File: src/common/decode_pkg.sv
`default_nettype none

package decode_pkg;

    localparam int ADDR_W  = 32;
    localparam int INST_W  = 32;
    localparam int DATA_W  = 32;
    localparam int REG_W   = 5;
    localparam int ALUOP_W = 8;
    localparam int ECODE_W = 7;

    typedef logic [ADDR_W-1:0]  addr_t;
    typedef logic [INST_W-1:0]  inst_t;
    typedef logic [DATA_W-1:0]  data_t;
    typedef logic [REG_W-1:0]   reg_addr_t;
    typedef logic [ALUOP_W-1:0] aluop_t;
    typedef logic [ECODE_W-1:0] ecode_t;

    localparam aluop_t ALU_NOP = 8'h00;
    localparam aluop_t ALU_ADD = 8'h01; // add.w and addi.w
    localparam aluop_t ALU_SUB = 8'h02;
    localparam aluop_t ALU_AND = 8'h03;
    localparam aluop_t ALU_OR  = 8'h04;
    localparam aluop_t ALU_XOR = 8'h05;
    localparam aluop_t ALU_MUL = 8'h06;
    localparam aluop_t ALU_DIV = 8'h07;
    localparam aluop_t ALU_LUI = 8'h08;

    // three-register forms match inst[31:15]
    localparam logic [16:0] OP3R_ADD = 17'h00020;
    localparam logic [16:0] OP3R_SUB = 17'h00022;
    localparam logic [16:0] OP3R_AND = 17'h00029;
    localparam logic [16:0] OP3R_OR  = 17'h0002A;
    localparam logic [16:0] OP3R_XOR = 17'h0002B;
    localparam logic [16:0] OP3R_MUL = 17'h00038;
    localparam logic [16:0] OP3R_DIV = 17'h00040;
    localparam logic [9:0]  OP_ADDI  = 10'h00A;    // inst[31:22]
    localparam logic [6:0]  OP_LU12I = 7'h0A;      // inst[31:25]

    localparam ecode_t ECODE_INE = 7'h0D;          // instruction not exist

    localparam int F_PC    = 0;
    localparam int F_OP    = F_PC + ADDR_W;
    localparam int F_IMM   = F_OP + ALUOP_W;
    localparam int F_RJ_EN = F_IMM + DATA_W;
    localparam int F_RK_EN = F_RJ_EN + 1;
    localparam int F_RJ    = F_RK_EN + 1;
    localparam int F_RK    = F_RJ + REG_W;
    localparam int F_WE    = F_RK + REG_W;
    localparam int F_RD    = F_WE + 1;
    localparam int F_MUL   = F_RD + REG_W;
    localparam int F_DIV   = F_MUL + 1;
    localparam int F_EXCP  = F_DIV + 1;
    localparam int F_ECODE = F_EXCP + 1;
    localparam int ENTRY_W = F_ECODE + ECODE_W;    // valid bit lives outside the entry

    typedef logic [ENTRY_W-1:0] entry_t;

endpackage

`default_nettype wire

File: src/design/id_decoder.sv
`timescale 1ns/10ps
`default_nettype none

module id_decoder (
    input  wire decode_pkg::addr_t  pc_i,
    input  wire decode_pkg::inst_t  inst_i,
    input  wire                     fetch_excp_i,
    input  wire decode_pkg::ecode_t fetch_ecode_i,
    output decode_pkg::entry_t      entry_o
);

    logic [16:0] op_3r;
    logic [9:0]  op_2ri12;
    logic [6:0]  op_1ri20;

    decode_pkg::reg_addr_t rj;
    decode_pkg::reg_addr_t rk;
    decode_pkg::reg_addr_t rd;

    decode_pkg::aluop_t aluop;
    decode_pkg::data_t  imm;
    decode_pkg::ecode_t ecode;
    logic               rj_en;
    logic               rk_en;
    logic               we;
    logic               is_mul;
    logic               is_div;
    logic               is_3r;
    logic               known;      // encoding is in the supported set
    logic               excp;

    assign op_3r    = inst_i[31:15];
    assign op_2ri12 = inst_i[31:22];
    assign op_1ri20 = inst_i[31:25];

    assign rd = inst_i[4:0];
    assign rj = inst_i[9:5];
    assign rk = inst_i[14:10];

    always_comb begin
        aluop  = decode_pkg::ALU_NOP;
        imm    = '0;
        rj_en  = 1'b0;
        rk_en  = 1'b0;
        we     = 1'b0;
        is_mul = 1'b0;
        is_div = 1'b0;
        is_3r  = 1'b1;
        known  = 1'b1;

        case (op_3r)
            decode_pkg::OP3R_ADD: aluop = decode_pkg::ALU_ADD;
            decode_pkg::OP3R_SUB: aluop = decode_pkg::ALU_SUB;
            decode_pkg::OP3R_AND: aluop = decode_pkg::ALU_AND;
            decode_pkg::OP3R_OR:  aluop = decode_pkg::ALU_OR;
            decode_pkg::OP3R_XOR: aluop = decode_pkg::ALU_XOR;
            decode_pkg::OP3R_MUL: begin
                aluop  = decode_pkg::ALU_MUL;
                is_mul = 1'b1;
            end
            decode_pkg::OP3R_DIV: begin
                aluop  = decode_pkg::ALU_DIV;
                is_div = 1'b1;
            end
            default: is_3r = 1'b0;
        endcase

        if (is_3r) begin
            rj_en = 1'b1;
            rk_en = 1'b1;
            we    = 1'b1;       // set even for rd == 0
        end else if (op_2ri12 == decode_pkg::OP_ADDI) begin
            aluop = decode_pkg::ALU_ADD;
            imm   = {{20{inst_i[21]}}, inst_i[21:10]};  // si12
            rj_en = 1'b1;
            we    = 1'b1;
        end else if (op_1ri20 == decode_pkg::OP_LU12I) begin
            aluop = decode_pkg::ALU_LUI;
            imm   = {inst_i[24:5], 12'h000};
            we    = 1'b1;
        end else begin
            known = 1'b0;       // falls to INE
        end
    end

    // fetch fault outranks INE while the decoded fields stay as formed
    assign excp  = fetch_excp_i | ~known;
    assign ecode = fetch_excp_i ? fetch_ecode_i :
                   (known ? '0 : decode_pkg::ECODE_INE);

    always_comb begin
        entry_o[decode_pkg::F_PC +: decode_pkg::ADDR_W]     = pc_i;
        entry_o[decode_pkg::F_OP +: decode_pkg::ALUOP_W]    = aluop;
        entry_o[decode_pkg::F_IMM +: decode_pkg::DATA_W]    = imm;
        entry_o[decode_pkg::F_RJ_EN]                        = rj_en;
        entry_o[decode_pkg::F_RK_EN]                        = rk_en;
        entry_o[decode_pkg::F_RJ +: decode_pkg::REG_W]      = rj;
        entry_o[decode_pkg::F_RK +: decode_pkg::REG_W]      = rk;
        entry_o[decode_pkg::F_WE]                           = we;
        entry_o[decode_pkg::F_RD +: decode_pkg::REG_W]      = rd;
        entry_o[decode_pkg::F_MUL]                          = is_mul;
        entry_o[decode_pkg::F_DIV]                          = is_div;
        entry_o[decode_pkg::F_EXCP]                         = excp;
        entry_o[decode_pkg::F_ECODE +: decode_pkg::ECODE_W] = ecode;
    end

endmodule

`default_nettype wire

File: src/design/inst_queue.sv
`timescale 1ns/10ps
`default_nettype none

module inst_queue #(
    parameter int DEPTH = 8,
    parameter int WIDTH = 64
) (
    input  wire              clk,
    input  wire              rst_n_i,
    input  wire              flush_i,
    input  wire [1:0]        push_i,
    input  wire [WIDTH-1:0]  push_data_1_i,
    input  wire [WIDTH-1:0]  push_data_2_i,
    input  wire [1:0]        pop_i,
    output logic [1:0]       head_valid_o,
    output logic [WIDTH-1:0] head_data_1_o,
    output logic [WIDTH-1:0] head_data_2_o,
    output logic             stall_o
);

    localparam int PTR_W = $clog2(DEPTH);
    localparam int CNT_W = PTR_W + 1;

    if (DEPTH < 4 || (DEPTH & (DEPTH - 1)) != 0) begin : g_bad_depth
        $error("inst_queue: DEPTH must be a power of two and at least 4");
    end

    logic [WIDTH-1:0] mem [DEPTH];
    logic [PTR_W-1:0] rd_ptr;
    logic [PTR_W-1:0] wr_ptr;
    logic [PTR_W-1:0] wr_ptr_2;     // slot for lane 2
    logic [PTR_W-1:0] rd_ptr_1;     // second head
    logic [CNT_W-1:0] count;
    logic [CNT_W-1:0] n_push;
    logic [CNT_W-1:0] n_pop;

    assign n_push = CNT_W'(push_i[0]) + CNT_W'(push_i[1]);
    assign n_pop  = CNT_W'(pop_i[0]) + CNT_W'(pop_i[1]);

    // a lone lane 2 lands at wr_ptr, keeping the queue dense
    assign wr_ptr_2 = wr_ptr + PTR_W'(push_i[0]);
    assign rd_ptr_1 = rd_ptr + PTR_W'(1);

    always_ff @(posedge clk) begin
        if (push_i[0])
            mem[wr_ptr] <= push_data_1_i;
        if (push_i[1])
            mem[wr_ptr_2] <= push_data_2_i;
    end

    always_ff @(posedge clk or negedge rst_n_i) begin
        if (!rst_n_i) begin
            rd_ptr <= '0;
            wr_ptr <= '0;
            count  <= '0;
        end else if (flush_i) begin
            rd_ptr <= '0;           // beats push and pop
            wr_ptr <= '0;
            count  <= '0;
        end else begin
            rd_ptr <= rd_ptr + PTR_W'(n_pop);
            wr_ptr <= wr_ptr + PTR_W'(n_push);
            count  <= count + n_push - n_pop;
        end
    end

    assign head_valid_o[0] = (count != '0);
    assign head_valid_o[1] = (count > CNT_W'(1));
    assign head_data_1_o   = mem[rd_ptr];
    assign head_data_2_o   = mem[rd_ptr_1];

    // fewer than two free slots
    assign stall_o = (count > CNT_W'(DEPTH - 2));

    a_pop_order: assert property (@(posedge clk) disable iff (!rst_n_i)
        !(pop_i[1] && !pop_i[0]))
        else $error("inst_queue: head 1 acked without head 0");

    a_pop_valid: assert property (@(posedge clk) disable iff (!rst_n_i)
        (pop_i & ~head_valid_o) == 2'b00)
        else $error("inst_queue: ack on an empty head");

    a_push_stall: assert property (@(posedge clk) disable iff (!rst_n_i)
        stall_o |-> (push_i == 2'b00))
        else $error("inst_queue: push while stalled");

    // must still hold one cycle after any push/pop mix
    a_count_max: assert property (@(posedge clk) disable iff (!rst_n_i)
        count <= CNT_W'(DEPTH))
        else $error("inst_queue: occupancy above DEPTH");

endmodule

`default_nettype wire

File: src/design/decode_stage.sv
`timescale 1ns/10ps
`default_nettype none

module decode_stage #(
    parameter int QUEUE_DEPTH = 8
) (
    input  wire                          clk,
    input  wire                          rst_n_i,
    input  wire                          flush_i,
    input  wire                          valid_1_i,
    input  wire                          valid_2_i,
    input  wire decode_pkg::addr_t       pc_1_i,
    input  wire decode_pkg::addr_t       pc_2_i,
    input  wire decode_pkg::inst_t       inst_1_i,
    input  wire decode_pkg::inst_t       inst_2_i,
    input  wire                          fetch_excp_1_i,
    input  wire                          fetch_excp_2_i,
    input  wire decode_pkg::ecode_t      fetch_ecode_1_i,
    input  wire decode_pkg::ecode_t      fetch_ecode_2_i,
    input  wire [1:0]                    issue_ack_i,
    output logic                         decode_stall_o,
    output logic [1:0]                   issue_valid_o,
    output decode_pkg::addr_t            issue_pc_1_o,
    output decode_pkg::aluop_t           issue_aluop_1_o,
    output decode_pkg::data_t            issue_imm_1_o,
    output logic                         issue_rj_en_1_o,
    output logic                         issue_rk_en_1_o,
    output decode_pkg::reg_addr_t        issue_rj_1_o,
    output decode_pkg::reg_addr_t        issue_rk_1_o,
    output logic                         issue_we_1_o,
    output decode_pkg::reg_addr_t        issue_rd_1_o,
    output logic                         issue_mul_1_o,
    output logic                         issue_div_1_o,
    output logic                         issue_excp_1_o,
    output decode_pkg::ecode_t           issue_ecode_1_o,
    output decode_pkg::addr_t            issue_pc_2_o,
    output decode_pkg::aluop_t           issue_aluop_2_o,
    output decode_pkg::data_t            issue_imm_2_o,
    output logic                         issue_rj_en_2_o,
    output logic                         issue_rk_en_2_o,
    output decode_pkg::reg_addr_t        issue_rj_2_o,
    output decode_pkg::reg_addr_t        issue_rk_2_o,
    output logic                         issue_we_2_o,
    output decode_pkg::reg_addr_t        issue_rd_2_o,
    output logic                         issue_mul_2_o,
    output logic                         issue_div_2_o,
    output logic                         issue_excp_2_o,
    output decode_pkg::ecode_t           issue_ecode_2_o
);

    decode_pkg::entry_t dec_entry_1;
    decode_pkg::entry_t dec_entry_2;
    decode_pkg::entry_t head_1;
    decode_pkg::entry_t head_2;
    logic [1:0]         push;
    logic               stall;

    id_decoder u_id_1 (
        .pc_i          (pc_1_i),
        .inst_i        (inst_1_i),
        .fetch_excp_i  (fetch_excp_1_i),
        .fetch_ecode_i (fetch_ecode_1_i),
        .entry_o       (dec_entry_1)
    );

    id_decoder u_id_2 (
        .pc_i          (pc_2_i),
        .inst_i        (inst_2_i),
        .fetch_excp_i  (fetch_excp_2_i),
        .fetch_ecode_i (fetch_ecode_2_i),
        .entry_o       (dec_entry_2)
    );

    assign push = {valid_2_i, valid_1_i} & {2{~stall}};    // fetch holds while stalled

    inst_queue #(
        .DEPTH (QUEUE_DEPTH),
        .WIDTH (decode_pkg::ENTRY_W)
    ) u_queue (
        .clk           (clk),
        .rst_n_i       (rst_n_i),
        .flush_i       (flush_i),
        .push_i        (push),
        .push_data_1_i (dec_entry_1),
        .push_data_2_i (dec_entry_2),
        .pop_i         (issue_ack_i),
        .head_valid_o  (issue_valid_o),
        .head_data_1_o (head_1),
        .head_data_2_o (head_2),
        .stall_o       (stall)
    );

    assign decode_stall_o = stall;

    assign issue_pc_1_o    = head_1[decode_pkg::F_PC +: decode_pkg::ADDR_W];
    assign issue_aluop_1_o = head_1[decode_pkg::F_OP +: decode_pkg::ALUOP_W];
    assign issue_imm_1_o   = head_1[decode_pkg::F_IMM +: decode_pkg::DATA_W];
    assign issue_rj_en_1_o = head_1[decode_pkg::F_RJ_EN];
    assign issue_rk_en_1_o = head_1[decode_pkg::F_RK_EN];
    assign issue_rj_1_o    = head_1[decode_pkg::F_RJ +: decode_pkg::REG_W];
    assign issue_rk_1_o    = head_1[decode_pkg::F_RK +: decode_pkg::REG_W];
    assign issue_we_1_o    = head_1[decode_pkg::F_WE];
    assign issue_rd_1_o    = head_1[decode_pkg::F_RD +: decode_pkg::REG_W];
    assign issue_mul_1_o   = head_1[decode_pkg::F_MUL];
    assign issue_div_1_o   = head_1[decode_pkg::F_DIV];
    assign issue_excp_1_o  = head_1[decode_pkg::F_EXCP];
    assign issue_ecode_1_o = head_1[decode_pkg::F_ECODE +: decode_pkg::ECODE_W];

    assign issue_pc_2_o    = head_2[decode_pkg::F_PC +: decode_pkg::ADDR_W];
    assign issue_aluop_2_o = head_2[decode_pkg::F_OP +: decode_pkg::ALUOP_W];
    assign issue_imm_2_o   = head_2[decode_pkg::F_IMM +: decode_pkg::DATA_W];
    assign issue_rj_en_2_o = head_2[decode_pkg::F_RJ_EN];
    assign issue_rk_en_2_o = head_2[decode_pkg::F_RK_EN];
    assign issue_rj_2_o    = head_2[decode_pkg::F_RJ +: decode_pkg::REG_W];
    assign issue_rk_2_o    = head_2[decode_pkg::F_RK +: decode_pkg::REG_W];
    assign issue_we_2_o    = head_2[decode_pkg::F_WE];
    assign issue_rd_2_o    = head_2[decode_pkg::F_RD +: decode_pkg::REG_W];
    assign issue_mul_2_o   = head_2[decode_pkg::F_MUL];
    assign issue_div_2_o   = head_2[decode_pkg::F_DIV];
    assign issue_excp_2_o  = head_2[decode_pkg::F_EXCP];
    assign issue_ecode_2_o = head_2[decode_pkg::F_ECODE +: decode_pkg::ECODE_W];

endmodule

`default_nettype wire

File: config.mk
export PLATFORM = sky130hd
export DESIGN_NAME = decode_stage
export DESIGN_NICKNAME = d
export VERILOG_FILES = /design/src/common/decode_pkg.sv /design/src/design/id_decoder.sv /design/src/design/inst_queue.sv /design/src/design/decode_stage.sv
export SDC_FILE = /design/constraint.sdc
export NUM_CORES = 2
export LEC_CHECK = 0
export ABC_AREA = 1
export BUFFER_PORTS_ARGS = -buffer_cell sky130_fd_sc_hd__buf_2
export CAP_MARGIN = 15
export CORE_UTILIZATION = 43
export DETAILED_ROUTE_END_ITERATION = 10
export RECOVER_POWER = 100
export SLEW_MARGIN = 15
export SYNTH_ARGS = -nofsm -noshare
export SYNTH_HDL_FRONTEND = slang
export SYNTH_SLANG_ARGS = --single-unit
File: constraint.sdc
create_clock -name clk -period 11.7 [get_ports clk]
set_input_delay 2.925 -clock clk [delete_from_list [all_inputs] [get_ports clk]]
set_output_delay 2.925 -clock clk [all_outputs]
set_load 0.01 [all_outputs]
== Word-level counts from Yosys, hierarchy flattened ==
Memories as Yosys holds them, arrays and structs flattened.
Cells that the tools add are included.
Word-level totals
  register bits after elaboration: 10
  bits in writable memories: 800
  bits of input ports: 151
  output and inout port bits: 203
  word-level logic and storage cells: 84
  memories kept: 1
Memory list
  u_queue.mem: depth 8, width 100, rd ports 2, clocked after memory_dff 0, wr ports 2, line inst_queue.sv:28  | logic [WIDTH-1:0] mem [DEPTH];
Operators by class
  add/subtract/negate cells: 8
  $lt $le $gt $ge: 2
  equality and inequality tests: 18
  muxes and demuxes: 43
  bitwise gates (word level): 6
  reductions and logical operators: 3
Operators by type and width (number)
  $eq 17x6->1 const B: 12
  $mux 32: 6
  $pmux 3 s7: 2
  $eq 17x7->1 const B: 2
  $mux 8: 4
  $mux 1: 22
  $eq 10x4->1 const B: 2
  $mux 4: 5
  $eq 7x4->1 const B: 2
  $mux 7: 2
  $reduce_or 7->1: 2
  $add 3x3->3: 2
  $mux 3: 2
  $add 1x1->2: 2
  $add 4x4->4: 1
  $gt 4x1->1 const B: 1
  $gt 4x3->1 const B: 1
  $reduce_bool 4->1: 1
  $sub 4x4->4: 1
  $add 3x1->3: 1
  $add 3x1->3 const B: 1
  $not 1->1: 3
  $and 2x2->2: 1
  $or 1x1->1: 2

== Longest topological paths before layout ==
  depth after elaboration: 7
  depth in mapped cells: 21
  depth with buffers taken out: 20

== By module ==
From an unflattened synthesis, not the netlist that was laid out.
Unflattened totals
  cells, all modules: 8788
  area, all modules: 59664.7 um^2
By module, submodules not included
  inst_queue: instances 1, cells each 8374, area each 57452.6 um^2, seq. area each 24273.3 um^2
  id_decoder: instances 2, cells each 205, area each 1098.6 um^2, seq. area each 0.0 um^2
  decode_stage: instances 1, cells each 4, area each 15.0 um^2, seq. area each 0.0 um^2

== Least setup slack after synthesis ==
Ideal clock, no wire load.
  path type: in2reg
  start: input port valid_1_i
  end: memory u_queue.mem[0][0] (netlist bit), enable pin
  library setup time: 683 ps
  arrival time: 10103 ps
  data required time: 11017 ps
  path slack: 914 ps
  stages on the path: 4
  path buffers: 0
  path through: inv_1 > nor2_1 > nand3_1 > o21ai_0
RTL lines
  start: declaration: line decode_stage.sv:10  | input wire valid_1_i,
  end: declaration: line inst_queue.sv:28

==> qor.yml <==
routing:
  remaining_drc_errors: 0
  drtPass1Iterations: 6
  via_per_inst: 5.897
  vias: 43580
  ant_nets: 0
  postRouteWirelength_um: 164300
  drt_iter0_markers: 5087
  avgRoutedWirePerCell_um: 22.23
die:
  dieArea_um2: 111300
  num_rows: 121
  die_w_um: 333.6
  die_h_um: 333.6
  ios: 354
  start_util: 0.4337
  core_area_um2: 109000
sta:
  rsz0062_at_grt: "no"
  worstMarginPinSlew_ps: 4339
  max_freq_mhz: 106.7
  relSlewSlack: -1.923
  clock_skew_ps: 35.60
  period_share: 0.8008
  setup_viol: 0
  layout_min_cycle_time_ps: 9369
  hold_ws_ps: 667.6
  hold_viol: 0
  fin_tns_setup_ps: 0
  slew_violations: 1754
place:
  port_buffers: 345
  gp_congestion: 0.9282
  dpl_cell_area_um2: 49130
  dpl.hpwl_um: 96440
yosys:
  netlist_instances: 5951
  synth-seq-cells: 778
  async_flop_share: 0.01285
  synth_area_um2: 47280
  yosys.area.top_type: "edfxtp_1"
  yosysSeqAreaShare: 0.4931
  yosysMostFrequentCell: "o21ai_0"
  synthFlopType: "edfxtp_1"
  avgSynthCellArea_um2: 7.945
  synthTopCellsByArea: "edfxtp_1, o21ai_0, nand2_1"
  synthTopCellsByCount: "o21ai_0, nand2_1, edfxtp_1, nor2_1, a21oi_1"
  netlist.area_leader.share: 0.4878
  synth_edf_count: 768
  synth.distinct_cells: 44
  ys_warn_count: 0
final_layout:
  design_area_um2: 51530
  post-route-util: 0.4727
  drive_above_1_share: 0.06931
  finalNetCount: 6070
  synthToLayoutAreaGrowth_pct: 8.993
  num-fill-cells: 10560
run:
  cap_violations: 35
worst_setup_path:
  reg2reg_depth: 18
  rrSetupSlack_ps: 3640
  required_ps: 11880
  critPathLaunchType: "input pin"
  path_class: "in2reg"
  endpoint_kind: "register"
  cp.arrival_ps: 9550
  path_max_fanout: 46
  r2r-start: "u_queue.count[3]$_DFF_PN0_"
  r2r-end: "u_queue.mem[7][59]$_DFFE_PP_"
global_routing:
  antenna_found_initial: 14
  gr-total-overflow: 0
  grt_pass1_vias: 39740
  use_met1: 0.3752
  busiest_layer: "met2"
  gr-usage-met3: 0.04477
  grt_pass1_wl_um: 243700
  use_met2: 0.4697
  grt_usage: 0.2854
  grt_max_degree: 254
min_path:
  hold_end: "u_queue.wr_ptr[2]$_DFF_PN0_"
  hp-class: "reg2reg"
  hp-start: "u_queue.wr_ptr[2]$_DFF_PN0_"
  hold_depth: 2
clock_tree:
  cts_root_buf: "clkbuf_16"
  htree_levels: 3
  cts_made_buffers: 92
  ctsHoldBuffers: 0
  post_cts_buffers: 0
  clockBufferDepth: 3
  clk_pin_slew_ps: 50
  clkLatencyLatePin_ps: 690
  post_cts_resized: 0
  cts_tree: "built"
  cts.sinks: 778
power:
  vdd_drop_max_v: 0.0001973
  powerDensity_nw_per_um2: 210.4
  p_leak_uw: 0.01959
run_status:
  status: "complete, but fails checks"
  violations: "max-capacitance violations, max-slew violations"
-- area by class of cell --
| type | instances | area (um^2) | area share |
|---|---|---|---|
| Antenna cell | 3 | 7.507 | 0.0001457 |
| Clock buffer | 120 | 2471 | 0.04795 |
| Clock inverter | 47 | 365.4 | 0.007090 |
| Inverter | 450 | 1704 | 0.03307 |
| Multi-Input combinational cell | 4172 | 19940 | 0.3870 |
| Sequential cell | 778 | 23320 | 0.4526 |
| Tap cell | 1414 | 1769 | 0.03433 |
| Timing Repair Buffer | 406 | 1947 | 0.03778 |
-- routing by layer --
layer	part of all wire	vias to the layer above	wire (um)
li1	-	20550	-
met1	0.40	20560	66460
met2	0.47	2114	76530
met3	0.089	348	14680
met4	0.040	18	6517
met5	0.00072	-	118
-- state kept, by name, summed over array words and instances, names as in the netlist --
signal          cells
u_queue.wr_ptr      3
u_queue.count       4
u_queue.rd_ptr      3
u_queue.mem       768
-- cells in the final DEF, fill, tap and decap left out, types with 96 or more instances in the layout --
cell / count
o21ai_0: 1490
a31oi_1: 192
nor2_1: 574
nand3_1: 216
edfxtp_1: 768
nand2_1: 961
inv_1: 435
buf_2: 179
o211ai_1: 96
a21oi_1: 485
clkbuf_1: 215
-- stage by stage --
stage | setup slack (ps) | power, uW | cells
after global placement | 4435 | 8089 | 7220
after CTS | 4105 | 10910 | 7387
after detailed placement | 4422 | 8157 | 7220
final | 2331 | 10840 | 7390
after floorplan | 914.2 | 6674 | 5958
after global routing | 1966 | 11410 | 7387
-- power breakdown --
group          internal, uW  switching [uW]
Clock                  1590            1190
Sequential             3780             191
Combinational          1070            3020
Total                  6450            4390
-- worst max-delay path, stage by stage --
cell and delay, ps:
buf_2 80, inv_1 30, nor2_1 410, ha_1 250, ha_1 150, or2_1 100, nand2_1 80, nor2_1 90
inv_1 60, nor2_1 100, nand2_1 910, clkbuf_1 1070, o21ai_0 390, clkbuf_1 2800
-- how the worst max path moves through the flow --
stage          slack, ps                   startpoint                      endpoint
5_1_grt             1970                    valid_1_i  u_queue.mem[7][59]$_DFFE_PP_
3_3_place_gp        4430                    valid_1_i  u_queue.mem[2][82]$_DFFE_PP_
4_1_cts             4100  u_queue.rd_ptr[0]$_DFF_PN0_             issue_imm_1_o[11]
3_5_place_dp        4420                    valid_1_i  u_queue.mem[2][82]$_DFFE_PP_
2_1_floorplan        910                    valid_1_i   u_queue.mem[0][0]$_DFFE_PP_
6_report            2330                    valid_1_i  u_queue.mem[7][59]$_DFFE_PP_
-- cells by family after synthesis --
group | after synthesis | share of synthesized area
buf+inv | 1008 | 0.08643
simple gates | 1835 | 0.1593
compound gates | 2303 | 0.2545
flops | 778 | 0.4931
xor+xnor | 7 | 0.001297
other cells | 1 | 0.00007932
fa+ha+maj | 19 | 0.005346
No activity file was read; power rests on OpenSTA's default activity.
